==> src/rv_core_settings.svh <==
`ifndef RV_CORE_SETTINGS_SVH
`define RV_CORE_SETTINGS_SVH

`define XLEN      32
`define REG_COUNT 32
`define RESET_PC  32'h0000_0000

`define OP_ALU    7'b0110011
`define OP_ALUI   7'b0010011
`define OP_LOAD   7'b0000011
`define OP_STORE  7'b0100011
`define OP_BRANCH 7'b1100011
`define OP_JAL    7'b1101111
`define OP_JALR   7'b1100111
`define OP_LUI    7'b0110111
`define OP_AUIPC  7'b0010111

`define F3_ADD_SUB 3'b000
`define F3_SLL     3'b001
`define F3_SLT     3'b010
`define F3_SLTU    3'b011
`define F3_XOR     3'b100
`define F3_SRL_SRA 3'b101
`define F3_OR      3'b110
`define F3_AND     3'b111
`define F3_WORD    3'b010
`define F7_ALT     7'b0100000

`define ALU_ADD 4'd0
`define ALU_SUB 4'd1
`define ALU_SLL 4'd2
`define ALU_SLT 4'd3
`define ALU_XOR 4'd4
`define ALU_SRL 4'd5
`define ALU_OR  4'd6
`define ALU_AND 4'd7
`define ALU_EQ  4'd8

`define SEL_A_REG 1'b0
`define SEL_A_PC  1'b1
`define SEL_B_REG 1'b0
`define SEL_B_IMM 1'b1

`define DEST_NONE 2'd0
`define DEST_ALU  2'd1
`define DEST_MEM  2'd2
`define DEST_PC   2'd3

`define PC_NEXT 1'b0
`define PC_ALU  1'b1

`endif

==> src/rv_core_pkg.sv <==
`default_nettype none

`include "rv_core_settings.svh"

package rv_core_pkg;

  typedef logic [`XLEN-1:0] word_t;     // data word and byte address.
  typedef logic [4:0]       reg_addr_t; // x0 to x31.

  typedef logic [6:0] opcode_t;
  typedef logic [2:0] funct3_t;
  typedef logic [6:0] funct7_t;

  typedef logic [3:0] alu_op_t;   // one of the ALU_* codes.
  typedef logic [1:0] dest_sel_t; // one of the DEST_* codes.

  // one instruction passes through all four phases in order
  typedef enum logic [1:0] {
    CU_ADDR_OUT,
    CU_LOAD_IR,
    CU_EXEC,
    CU_WRITEBACK
  } cu_state_t;

endpackage

`default_nettype wire

==> src/alu.sv <==
`timescale 1ns/1ps
`default_nettype none

`include "rv_core_settings.svh"

module alu
  import rv_core_pkg::*;
(
  input  word_t   a,
  input  word_t   b,
  input  alu_op_t alu_op,
  input  logic    alu_signed,
  input  logic    alu_invert,
  output word_t   result,
  output logic    cmp
);

  logic [4:0] shamt;
  logic       less;
  word_t      sra;

  assign shamt = b[4:0];
  assign less  = alu_signed ? ($signed(a) < $signed(b)) : (a < b);
  assign sra   = $signed(a) >>> shamt;

  always_comb begin
    case (alu_op)
      `ALU_ADD: result = a + b;
      `ALU_SUB: result = a - b;
      `ALU_SLL: result = a << shamt;
      `ALU_SLT: result = {{(`XLEN-1){1'b0}}, less};
      `ALU_XOR: result = a ^ b;
      `ALU_SRL: result = alu_signed ? sra : (a >> shamt);
      `ALU_OR:  result = a | b;
      `ALU_AND: result = a & b;
      `ALU_EQ:  result = {{(`XLEN-1){1'b0}}, a == b};
      default:  result = '0;
    endcase
  end

  assign cmp = result[0] ^ alu_invert; // branch condition.

endmodule

`default_nettype wire

==> src/control_unit.sv <==
`timescale 1ns/1ps
`default_nettype none

`include "rv_core_settings.svh"

module control_unit
  import rv_core_pkg::*;
(
  input  logic      clk,
  input  logic      rst,
  input  opcode_t   opcode,
  input  funct3_t   funct3,
  input  funct7_t   funct7,
  input  logic      stall,
  output logic      fetch,
  output logic      load_ir,
  output logic      pc_en,
  output logic      writeback,
  output logic      data_access,
  output logic      data_we,
  output alu_op_t   alu_op,
  output logic      alu_signed,
  output logic      alu_invert,
  output logic      sel_a,
  output logic      sel_b,
  output dest_sel_t dest_sel,
  output logic      pc_alu,
  output logic      is_branch,
  output logic      trap
);

  localparam logic [1:0] OPSRC_ADD   = 2'd0; // address and jump sums.
  localparam logic [1:0] OPSRC_ARITH = 2'd1; // from funct3 and funct7.
  localparam logic [1:0] OPSRC_CMP   = 2'd2; // branch compare.

  cu_state_t  state;
  logic [1:0] op_src;
  logic       illegal;
  logic       is_mem;

  always_ff @(posedge clk, negedge rst) begin
    if (!rst) begin
      state <= CU_ADDR_OUT;
      trap  <= 1'b0;
    end else if (!stall && !trap) begin
      case (state)
        CU_ADDR_OUT: state <= CU_LOAD_IR;
        CU_LOAD_IR:  state <= CU_EXEC;
        CU_EXEC: begin
          if (illegal) begin
            trap <= 1'b1; // core parks in exec until reset.
          end else begin
            state <= CU_WRITEBACK;
          end
        end
        CU_WRITEBACK: state <= CU_ADDR_OUT;
        default:      state <= CU_ADDR_OUT;
      endcase
    end
  end

  assign is_mem      = (opcode == `OP_LOAD) || (opcode == `OP_STORE);
  assign data_we     = opcode == `OP_STORE;
  assign is_branch   = opcode == `OP_BRANCH;

  assign fetch       = (state == CU_ADDR_OUT) && !trap;
  assign load_ir     = state == CU_LOAD_IR;
  assign pc_en       = (state == CU_EXEC) && !illegal && !trap;
  assign writeback   = (state == CU_WRITEBACK) && !stall; // last writeback cycle.
  assign data_access = (state == CU_WRITEBACK) && is_mem;

  always_comb begin
    sel_a    = `SEL_A_REG;
    sel_b    = `SEL_B_REG;
    dest_sel = `DEST_NONE;
    pc_alu   = `PC_NEXT;
    op_src   = OPSRC_ADD;
    illegal  = 1'b0;
    case (opcode)
      `OP_ALU: begin
        op_src   = OPSRC_ARITH;
        dest_sel = `DEST_ALU;
      end
      `OP_ALUI: begin
        sel_b    = `SEL_B_IMM;
        op_src   = OPSRC_ARITH;
        dest_sel = `DEST_ALU;
      end
      `OP_LOAD: begin
        sel_b    = `SEL_B_IMM;
        dest_sel = `DEST_MEM;
        illegal  = funct3 != `F3_WORD; // words only.
      end
      `OP_STORE: begin
        sel_b   = `SEL_B_IMM;
        illegal = funct3 != `F3_WORD;
      end
      `OP_BRANCH: begin
        op_src  = OPSRC_CMP;
        illegal = funct3[2:1] == 2'b01; // no branch uses 010 or 011.
      end
      `OP_JAL: begin
        sel_a    = `SEL_A_PC;
        sel_b    = `SEL_B_IMM;
        dest_sel = `DEST_PC;
        pc_alu   = `PC_ALU;
      end
      `OP_JALR: begin
        sel_b    = `SEL_B_IMM;
        dest_sel = `DEST_PC;
        pc_alu   = `PC_ALU;
      end
      `OP_LUI: begin
        sel_b    = `SEL_B_IMM; // rs1 reads x0 for lui.
        dest_sel = `DEST_ALU;
      end
      `OP_AUIPC: begin
        sel_a    = `SEL_A_PC;
        sel_b    = `SEL_B_IMM;
        dest_sel = `DEST_ALU;
      end
      default: illegal = 1'b1;
    endcase
  end

  always_comb begin
    alu_op     = `ALU_ADD;
    alu_signed = 1'b0;
    alu_invert = 1'b0;
    case (op_src)
      OPSRC_ARITH: begin
        case (funct3)
          `F3_ADD_SUB: begin
            if (opcode == `OP_ALU && funct7 == `F7_ALT) begin
              alu_op = `ALU_SUB;
            end
          end
          `F3_SLL: alu_op = `ALU_SLL;
          `F3_SLT: begin
            alu_op     = `ALU_SLT;
            alu_signed = 1'b1;
          end
          `F3_SLTU: alu_op = `ALU_SLT;
          `F3_XOR:  alu_op = `ALU_XOR;
          `F3_SRL_SRA: begin
            alu_op     = `ALU_SRL;
            alu_signed = funct7 == `F7_ALT; // sra and srai.
          end
          `F3_OR:  alu_op = `ALU_OR;
          `F3_AND: alu_op = `ALU_AND;
        endcase
      end
      OPSRC_CMP: begin
        // funct3 bit 2 picks less-than, bit 1 unsigned, bit 0 negate
        alu_op     = funct3[2] ? `ALU_SLT : `ALU_EQ;
        alu_signed = !funct3[1];
        alu_invert = funct3[0];
      end
      default: alu_op = `ALU_ADD;
    endcase
  end

endmodule

`default_nettype wire

==> src/imm_gen.sv <==
`timescale 1ns/1ps
`default_nettype none

`include "rv_core_settings.svh"

module imm_gen
  import rv_core_pkg::*;
(
  input  word_t instr,
  output word_t imm
);

  opcode_t opcode;

  assign opcode = instr[6:0];

  always_comb begin
    case (opcode)
      `OP_STORE: begin
        imm = {{20{instr[31]}}, instr[31:25], instr[11:7]};
      end
      `OP_BRANCH: begin
        imm = {{19{instr[31]}}, instr[31], instr[7], instr[30:25], instr[11:8], 1'b0};
      end
      `OP_LUI, `OP_AUIPC: begin
        imm = {instr[31:12], 12'b0};
      end
      `OP_JAL: begin
        imm = {{11{instr[31]}}, instr[31], instr[19:12], instr[20], instr[30:21], 1'b0};
      end
      default: begin
        imm = {{20{instr[31]}}, instr[31:20]}; // I format.
      end
    endcase
  end

endmodule

`default_nettype wire

==> src/mem_port.sv <==
`timescale 1ns/1ps
`default_nettype none

module mem_port
  import rv_core_pkg::*;
(
  input  logic  clk,
  input  logic  rst,
  input  logic  fetch,
  input  logic  data_access,
  input  logic  data_we,
  input  word_t pc,
  input  word_t addr,
  input  word_t wdata,
  output logic  busy,
  output word_t rdata,
  output logic  mem_req,
  output logic  mem_we,
  output word_t mem_addr,
  output word_t mem_wdata,
  input  logic  mem_ack,
  input  word_t mem_rdata
);

  typedef enum logic [1:0] {
    MP_IDLE,
    MP_REQUEST, // req high, waiting for ack.
    MP_RELEASE  // req dropped, waiting for ack low.
  } mp_state_t;

  mp_state_t state;
  logic      fetch_q;
  logic      data_q;
  logic      start_fetch;
  logic      start_data;

  assign start_fetch = fetch && !fetch_q;
  assign start_data  = data_access && !data_q;
  assign busy        = start_fetch || start_data || (state != MP_IDLE);
  assign mem_req     = state == MP_REQUEST;

  always_ff @(posedge clk, negedge rst) begin
    if (!rst) begin
      state   <= MP_IDLE;
      fetch_q <= 1'b0;
      data_q  <= 1'b0;
      mem_we  <= 1'b0;
    end else begin
      fetch_q <= fetch;
      data_q  <= data_access;
      case (state)
        MP_IDLE: begin
          if (start_fetch || start_data) begin
            state  <= MP_REQUEST;
            mem_we <= start_data && data_we;
          end
        end
        MP_REQUEST: if (mem_ack) state <= MP_RELEASE;
        MP_RELEASE: if (!mem_ack) state <= MP_IDLE;
        default:    state <= MP_IDLE;
      endcase
    end
  end

  always_ff @(posedge clk) begin
    if (state == MP_IDLE && (start_fetch || start_data)) begin
      mem_addr  <= start_fetch ? pc : addr;
      mem_wdata <= wdata;
    end
    if (state == MP_REQUEST && mem_ack) begin
      rdata <= mem_rdata; // held for ir or load write-back.
    end
  end

endmodule

`default_nettype wire

==> src/pc_unit.sv <==
`timescale 1ns/1ps
`default_nettype none

`include "rv_core_settings.svh"

module pc_unit
  import rv_core_pkg::*;
(
  input  logic  clk,
  input  logic  rst,
  input  logic  pc_en,
  input  logic  pc_alu,
  input  logic  is_branch,
  input  logic  branch_taken,
  input  word_t imm,
  input  word_t alu_result,
  output word_t pc,
  output word_t pc_plus4
);

  word_t branch_target;
  word_t next_pc;

  assign pc_plus4      = pc + word_t'(4);
  assign branch_target = pc + imm;

  always_comb begin
    if (pc_alu == `PC_ALU) begin
      next_pc = {alu_result[`XLEN-1:1], 1'b0}; // jal and jalr.
    end else if (is_branch && branch_taken) begin
      next_pc = branch_target;
    end else begin
      next_pc = pc_plus4;
    end
  end

  always_ff @(posedge clk, negedge rst) begin
    if (!rst) begin
      pc <= `RESET_PC;
    end else if (pc_en) begin
      pc <= next_pc;
    end
  end

endmodule

`default_nettype wire

==> src/reg_file.sv <==
`timescale 1ns/1ps
`default_nettype none

`include "rv_core_settings.svh"

module reg_file
  import rv_core_pkg::*;
(
  input  logic      clk,
  input  logic      rst,
  input  reg_addr_t rs1,
  input  reg_addr_t rs2,
  input  reg_addr_t rd,
  input  logic      we,
  input  word_t     wdata,
  output word_t     rdata1,
  output word_t     rdata2
);

  word_t regs [`REG_COUNT];

  always_ff @(posedge clk, negedge rst) begin
    if (!rst) begin
      for (int i = 0; i < `REG_COUNT; i++) begin
        regs[i] <= '0;
      end
    end else if (we && rd != '0) begin
      regs[rd] <= wdata;
    end
  end

  assign rdata1 = (rs1 == '0) ? '0 : regs[rs1];
  assign rdata2 = (rs2 == '0) ? '0 : regs[rs2];

endmodule

`default_nettype wire

==> src/rv_core.sv <==
`timescale 1ns/1ps
`default_nettype none

`include "rv_core_settings.svh"

module rv_core
  import rv_core_pkg::*;
(
  input  logic  clk,
  input  logic  rst,
  output logic  mem_req,
  output logic  mem_we,
  output word_t mem_addr,
  output word_t mem_wdata,
  input  logic  mem_ack,
  input  word_t mem_rdata,
  output logic  trap
);

  word_t     ir;
  word_t     exec_q;
  word_t     imm;
  word_t     pc;
  word_t     pc_plus4;
  word_t     rdata1;
  word_t     rdata2;
  word_t     op_a;
  word_t     op_b;
  word_t     alu_result;
  word_t     mem_data;
  word_t     wb_data;
  reg_addr_t rs1;
  alu_op_t   alu_op;
  dest_sel_t dest_sel;
  logic      fetch;
  logic      load_ir;
  logic      pc_en;
  logic      writeback;
  logic      data_access;
  logic      data_we;
  logic      busy;
  logic      alu_signed;
  logic      alu_invert;
  logic      sel_a;
  logic      sel_b;
  logic      pc_alu;
  logic      is_branch;
  logic      cmp;
  logic      rf_we;

  always_ff @(posedge clk, negedge rst) begin
    if (!rst) begin
      ir <= '0;
    end else if (load_ir) begin
      ir <= mem_data;
    end
  end

  // the pc moves at the end of exec, so the result and link are held here
  always_ff @(posedge clk) begin
    if (pc_en) begin
      exec_q <= (dest_sel == `DEST_PC) ? pc_plus4 : alu_result;
    end
  end

  assign rs1     = (ir[6:0] == `OP_LUI) ? '0 : ir[19:15]; // lui adds to zero.
  assign op_a    = (sel_a == `SEL_A_PC) ? pc : rdata1;
  assign op_b    = (sel_b == `SEL_B_IMM) ? imm : rdata2;
  assign wb_data = (dest_sel == `DEST_MEM) ? mem_data : exec_q;
  assign rf_we   = writeback && (dest_sel != `DEST_NONE);

  control_unit u_control_unit (
    .clk         (clk),
    .rst         (rst),
    .opcode      (ir[6:0]),
    .funct3      (ir[14:12]),
    .funct7      (ir[31:25]),
    .stall       (busy),
    .fetch       (fetch),
    .load_ir     (load_ir),
    .pc_en       (pc_en),
    .writeback   (writeback),
    .data_access (data_access),
    .data_we     (data_we),
    .alu_op      (alu_op),
    .alu_signed  (alu_signed),
    .alu_invert  (alu_invert),
    .sel_a       (sel_a),
    .sel_b       (sel_b),
    .dest_sel    (dest_sel),
    .pc_alu      (pc_alu),
    .is_branch   (is_branch),
    .trap        (trap)
  );

  alu u_alu (
    .a          (op_a),
    .b          (op_b),
    .alu_op     (alu_op),
    .alu_signed (alu_signed),
    .alu_invert (alu_invert),
    .result     (alu_result),
    .cmp        (cmp)
  );

  reg_file u_reg_file (
    .clk    (clk),
    .rst    (rst),
    .rs1    (rs1),
    .rs2    (ir[24:20]),
    .rd     (ir[11:7]),
    .we     (rf_we),
    .wdata  (wb_data),
    .rdata1 (rdata1),
    .rdata2 (rdata2)
  );

  imm_gen u_imm_gen (
    .instr (ir),
    .imm   (imm)
  );

  pc_unit u_pc_unit (
    .clk          (clk),
    .rst          (rst),
    .pc_en        (pc_en),
    .pc_alu       (pc_alu),
    .is_branch    (is_branch),
    .branch_taken (cmp),
    .imm          (imm),
    .alu_result   (alu_result),
    .pc           (pc),
    .pc_plus4     (pc_plus4)
  );

  mem_port u_mem_port (
    .clk         (clk),
    .rst         (rst),
    .fetch       (fetch),
    .data_access (data_access),
    .data_we     (data_we),
    .pc          (pc),
    .addr        (exec_q),
    .wdata       (rdata2),
    .busy        (busy),
    .rdata       (mem_data),
    .mem_req     (mem_req),
    .mem_we      (mem_we),
    .mem_addr    (mem_addr),
    .mem_wdata   (mem_wdata),
    .mem_ack     (mem_ack),
    .mem_rdata   (mem_rdata)
  );

endmodule

`default_nettype wire

==> config.mk <==
export PLATFORM = sky130hd
export DESIGN_NAME = rv_core
export DESIGN_NICKNAME = d
export VERILOG_FILES = /design/src/rv_core_pkg.sv /design/src/alu.sv /design/src/control_unit.sv /design/src/imm_gen.sv /design/src/mem_port.sv /design/src/pc_unit.sv /design/src/reg_file.sv /design/src/rv_core.sv
export VERILOG_INCLUDE_DIRS = /design/src
export SDC_FILE = /design/constraint.sdc
export NUM_CORES = 2
export LEC_CHECK = 0
export BUFFER_PORTS_ARGS = -buffer_cell sky130_fd_sc_hd__buf_4
export CAP_MARGIN = 10
export CORE_MARGIN = 1.5
export CORE_UTILIZATION = 63
export CTS_CLUSTER_SIZE = 14
export DETAILED_ROUTE_END_ITERATION = 8
export PLACE_DENSITY = 0.85
export SLEW_MARGIN = 20
export SYNTH_ARGS = -nofsm -noshare
export SYNTH_HDL_FRONTEND = slang
export SYNTH_HIERARCHICAL = 1
export SYNTH_SLANG_ARGS = --single-unit
==> constraint.sdc <==
create_clock -name clk -period 16.7 [get_ports clk]
set_clock_uncertainty 0.1 [all_clocks]
set_input_delay 2.505 -clock clk [delete_from_list [all_inputs] [get_ports clk]]
set_output_delay 2.505 -clock clk [all_outputs]
set_load 0.005 [all_outputs]
==> results.sh <==
export IMPL_outcome="finished clean"
export IMPL_cp_num_buf_inv=4
export IMPL_hpwl_um=181000
export IMPL_critPathMaxFanout=106
export IMPL_start_util_pct=63.7
export IMPL_p_leak_nw=36.5
export IMPL_antenna_found_initial=25
export IMPL_drt_iter0_markers=8409
export IMPL_synth_top_area_share_pct=36.4
export IMPL_max_cap_violations=0
export IMPL_drv_slew=0
export IMPL_ys_warn_count=6
export IMPL_drc=0
export IMPL_cts_max_level=4
export IMPL_wl_per_cell_um=37.9
export IMPL_final_common_cell="mux2_2"
export IMPL_synth_area_leaders="dfrtp_1 36%, mux2_2 17%, mux4_2 15%"
export IMPL_hold_end="u_reg_file/regs[998]"
export IMPL_synthFlopType="dfrtp_1"
export IMPL_synthCells=5970
export IMPL_tightest_slew_ps=1420
export IMPL_cts_tree="done"
export IMPL_root_buffer="clkbuf_16"
export IMPL_layout_common_cells="1153 x mux2_2, 1092 x dfrtp_1, 495 x mux4_2, 313 x nand2_1, 251 x mux2i_1"
export IMPL_timing_fmax_ghz=0.0916
export IMPL_critPathKind="reg2reg"
export IMPL_pre_cts_slack_ps=6300
export IMPL_reg2reg_setup_slack_ps=5790
export IMPL_ff_latch_area_um2=31300
export IMPL_post_cts_setup_buffer_count=0
export IMPL_crit_required_ps=17290
export IMPL_hp_start="u_reg_file/regs[998]"
export IMPL_ioPinCount=102
export IMPL_hold_viol=0
export IMPL_slowest_stage="and2_1"
export IMPL_drive_above_1_share_pct=38.6
export IMPL_r2r_start="ir[21]"
export IMPL_setup_ws_ps=5790
export IMPL_ys_ff_latch=1224
export IMPL_tns_ps=0
export IMPL_numCtsBuffers=130
export IMPL_reg2reg_to="u_pc_unit/pc[21]"
export IMPL_powerDensity_nw_per_um2=186
export IMPL_ctsLongestPathBuffers=3
export IMPL_cts_resized_gates=0
export IMPL_async_flop_share_pct=89.5
export IMPL_cpPeakStageDelay_ps=900
export IMPL_grt_overflow=0
export IMPL_multi_input_area_um2=41100
export IMPL_track_usage_pct=46.8
export IMPL_die_w_um=349
export IMPL_instances_no_fill=7487
export IMPL_io_buffers=101
export IMPL_drt_pass1_iterations=8
export IMPL_yosysTopAreaCell="dfrtp_1"
export IMPL_yosysSeqAreaShare_pct=41.5
export IMPL_grt_pass1_vias=58500
export IMPL_ir_drop_uv=138
export IMPL_ant_nets=0
export IMPL_hp_class="reg2reg"
export IMPL_maxSlewHeadroom_pct=5.00
export IMPL_ys_types=117
export IMPL_cp_cell_sequence="buf_4 > buf_12 > buf_4 > mux4_2 > mux2_2 > o22ai_1 > nor3_1 > mux2_2 > buf_4 > fa_1 > o21bai_1 > a2111oi_0 > or3_4 > and4bb_4 > o211ai_4 > a221oi_2 > o221ai_2 > o2111ai_2 > xor2_1 > and2_1 > nor2_1 > nand2_1 > o21ai_0 > a221oi_1"
export IMPL_syn_area_um2=75400
export IMPL_die_h_um=349
export IMPL_worstSetupEndpointType="register"
export IMPL_area_growth_pct=8.11
export IMPL_synth_nets=6144
export IMPL_worst_hold_slack_ps=300
export IMPL_crit_family="simple AND/OR/NAND/NOR gates"
export IMPL_arrival_ps=11510
export IMPL_vias=58000
export IMPL_start_kind="register"
export IMPL_crit_top_cell="buf_4"
export IMPL_setup_violations=0
export IMPL_nets=5943
export IMPL_avgViaCountPerCell=7.74
export IMPL_gp_congestion=1.05
export IMPL_grt_max_degree=182
export IMPL_dp_cells=7235
export IMPL_wl_um=284000
export IMPL_worstSkewPairLatency_ps=810
export IMPL_rows=126
export IMPL_whs_path_depth=0
export IMPL_ctsHoldBuffers=0
export IMPL_core_area_um2=118000
export IMPL_period_minus_slack_ps=10910
export IMPL_cts_sinks=1224
export IMPL_utilization_pct=68.8
export IMPL_syn_avg_cell_area_um2=12.6
export IMPL_grt_pass1_wl_um=410000
export IMPL_rsz0062_at_grt="false"
export IMPL_synth_edf_count=128
export IMPL_reg2reg_depth=24
export IMPL_finalCritPeriodShare_pct=65.4
export IMPL_die_area_um2=122000
export IMPL_path_clk_slew_ps=70
export IMPL_nFillCells=7797
power by group:
part / switching, mW / total, mW / internal (mW) / leakage [nW]
sequential: 0.266 / 3.46 / 3.19 / 16.4
combinational: 5.86 / 8.62 / 2.77 / 17.9
clock: 1.30 / 3.07 / 1.77 / 2.21
layout make-up:
cell class | instances | share of cell area, %
flip-flops and latches | 1224 | 38.4
multi-input cells | 4025 | 50.5
diodes | 14 | 0.0430
repair buffers | 243 | 2.41
inverters | 145 | 0.668
clock buffers | 186 | 4.70
clock inverters | 50 | 0.835
well taps | 1600 | 2.46
kinds of logic (layout without fill, tap and decap cells):
kind of cell             count (synthesis)  in the layout  synth area share [%]
multiplexers                          1946           1946                  36.2
flip-flops                            1224           1224                  41.5
AO/OA/AOI/OAI                          996            996                  9.12
AND/OR/NAND/NOR                        886            886                  5.68
buffers and inverters                  721            624                  4.47
adder cells (fa/ha/maj)                139            139                  2.34
XOR/XNOR                                58             58                 0.674
other                                    0             14                     0
worst max-delay path by stage:
stage,from,end,slack [ps],cells after the start
floorplan,ir[21],u_pc_unit/pc[28],9310,28
global placement,ir[21],u_pc_unit/pc[30],6470,24
detailed placement,ir[21],u_pc_unit/pc[30],6300,24
CTS,ir[21],u_pc_unit/pc[30],6180,24
global route,ir[21],u_pc_unit/pc[30],5510,24
finish,ir[21],u_pc_unit/pc[21],5790,24
stage by stage:
step,area [um^2],total power [mW]
final,81500,15.1
after global routing,81500,15.5
after CTS,81400,14.8
after detailed placement,76900,11.7
after global placement,76900,11.7
after floorplan,75400,8.69
worst register-to-register path, stage by stage (launching register included):
cell and delay [ps]:
dfrtp_4 710, buf_4 780, buf_12 660, buf_4 920
mux4_2 420, mux2_2 190, o22ai_1 110, nor3_1 860
mux2_2 310, buf_4 510, fa_1 370, o21bai_1 150
a2111oi_0 780, or3_4 280, and4bb_4 290, o211ai_4 120
a221oi_2 730, o221ai_2 230, o2111ai_2 250, xor2_1 250
and2_1 900, nor2_1 320, nand2_1 150, o21ai_0 110
a221oi_1 320
per-layer routing:
layer  routed length, um  up-vias  global-route usage, %  part of all wire, %
li1                    -    22400                      -                    -
met1               95100    29200                   56.7                   34
met2              124000     4888                   68.9                   44
met3               37800     1497                   16.2                   13
met4               26100       18                   35.9                  9.2
met5                 115        -                      0                0.041
sequential cells by signal (all words and copies together), names as in the netlist, 2 cells and up:
register              cells
u_pc_unit/pc             32
u_mem_port/mem_wdata     32
u_control_unit/state      2
u_mem_port/mem_addr      32
ir                       32
u_mem_port/state          2
u_reg_file/regs        1024
exec_q                   32
u_mem_port/rdata         32
cells in the mapped netlist, types with 128 or more instances:
cell	count
dfrtp_1	1096
edfxtp_1	128
o21ai_0	163
a21oi_1	187
mux2i_1	251
clkbuf_1	305
mux4_2	495
mux2_2	1154
nand2_1	326
nor2_1	180
ha_1	136
inv_1	144
Note: power is estimated with default switching activity, not from simulation.
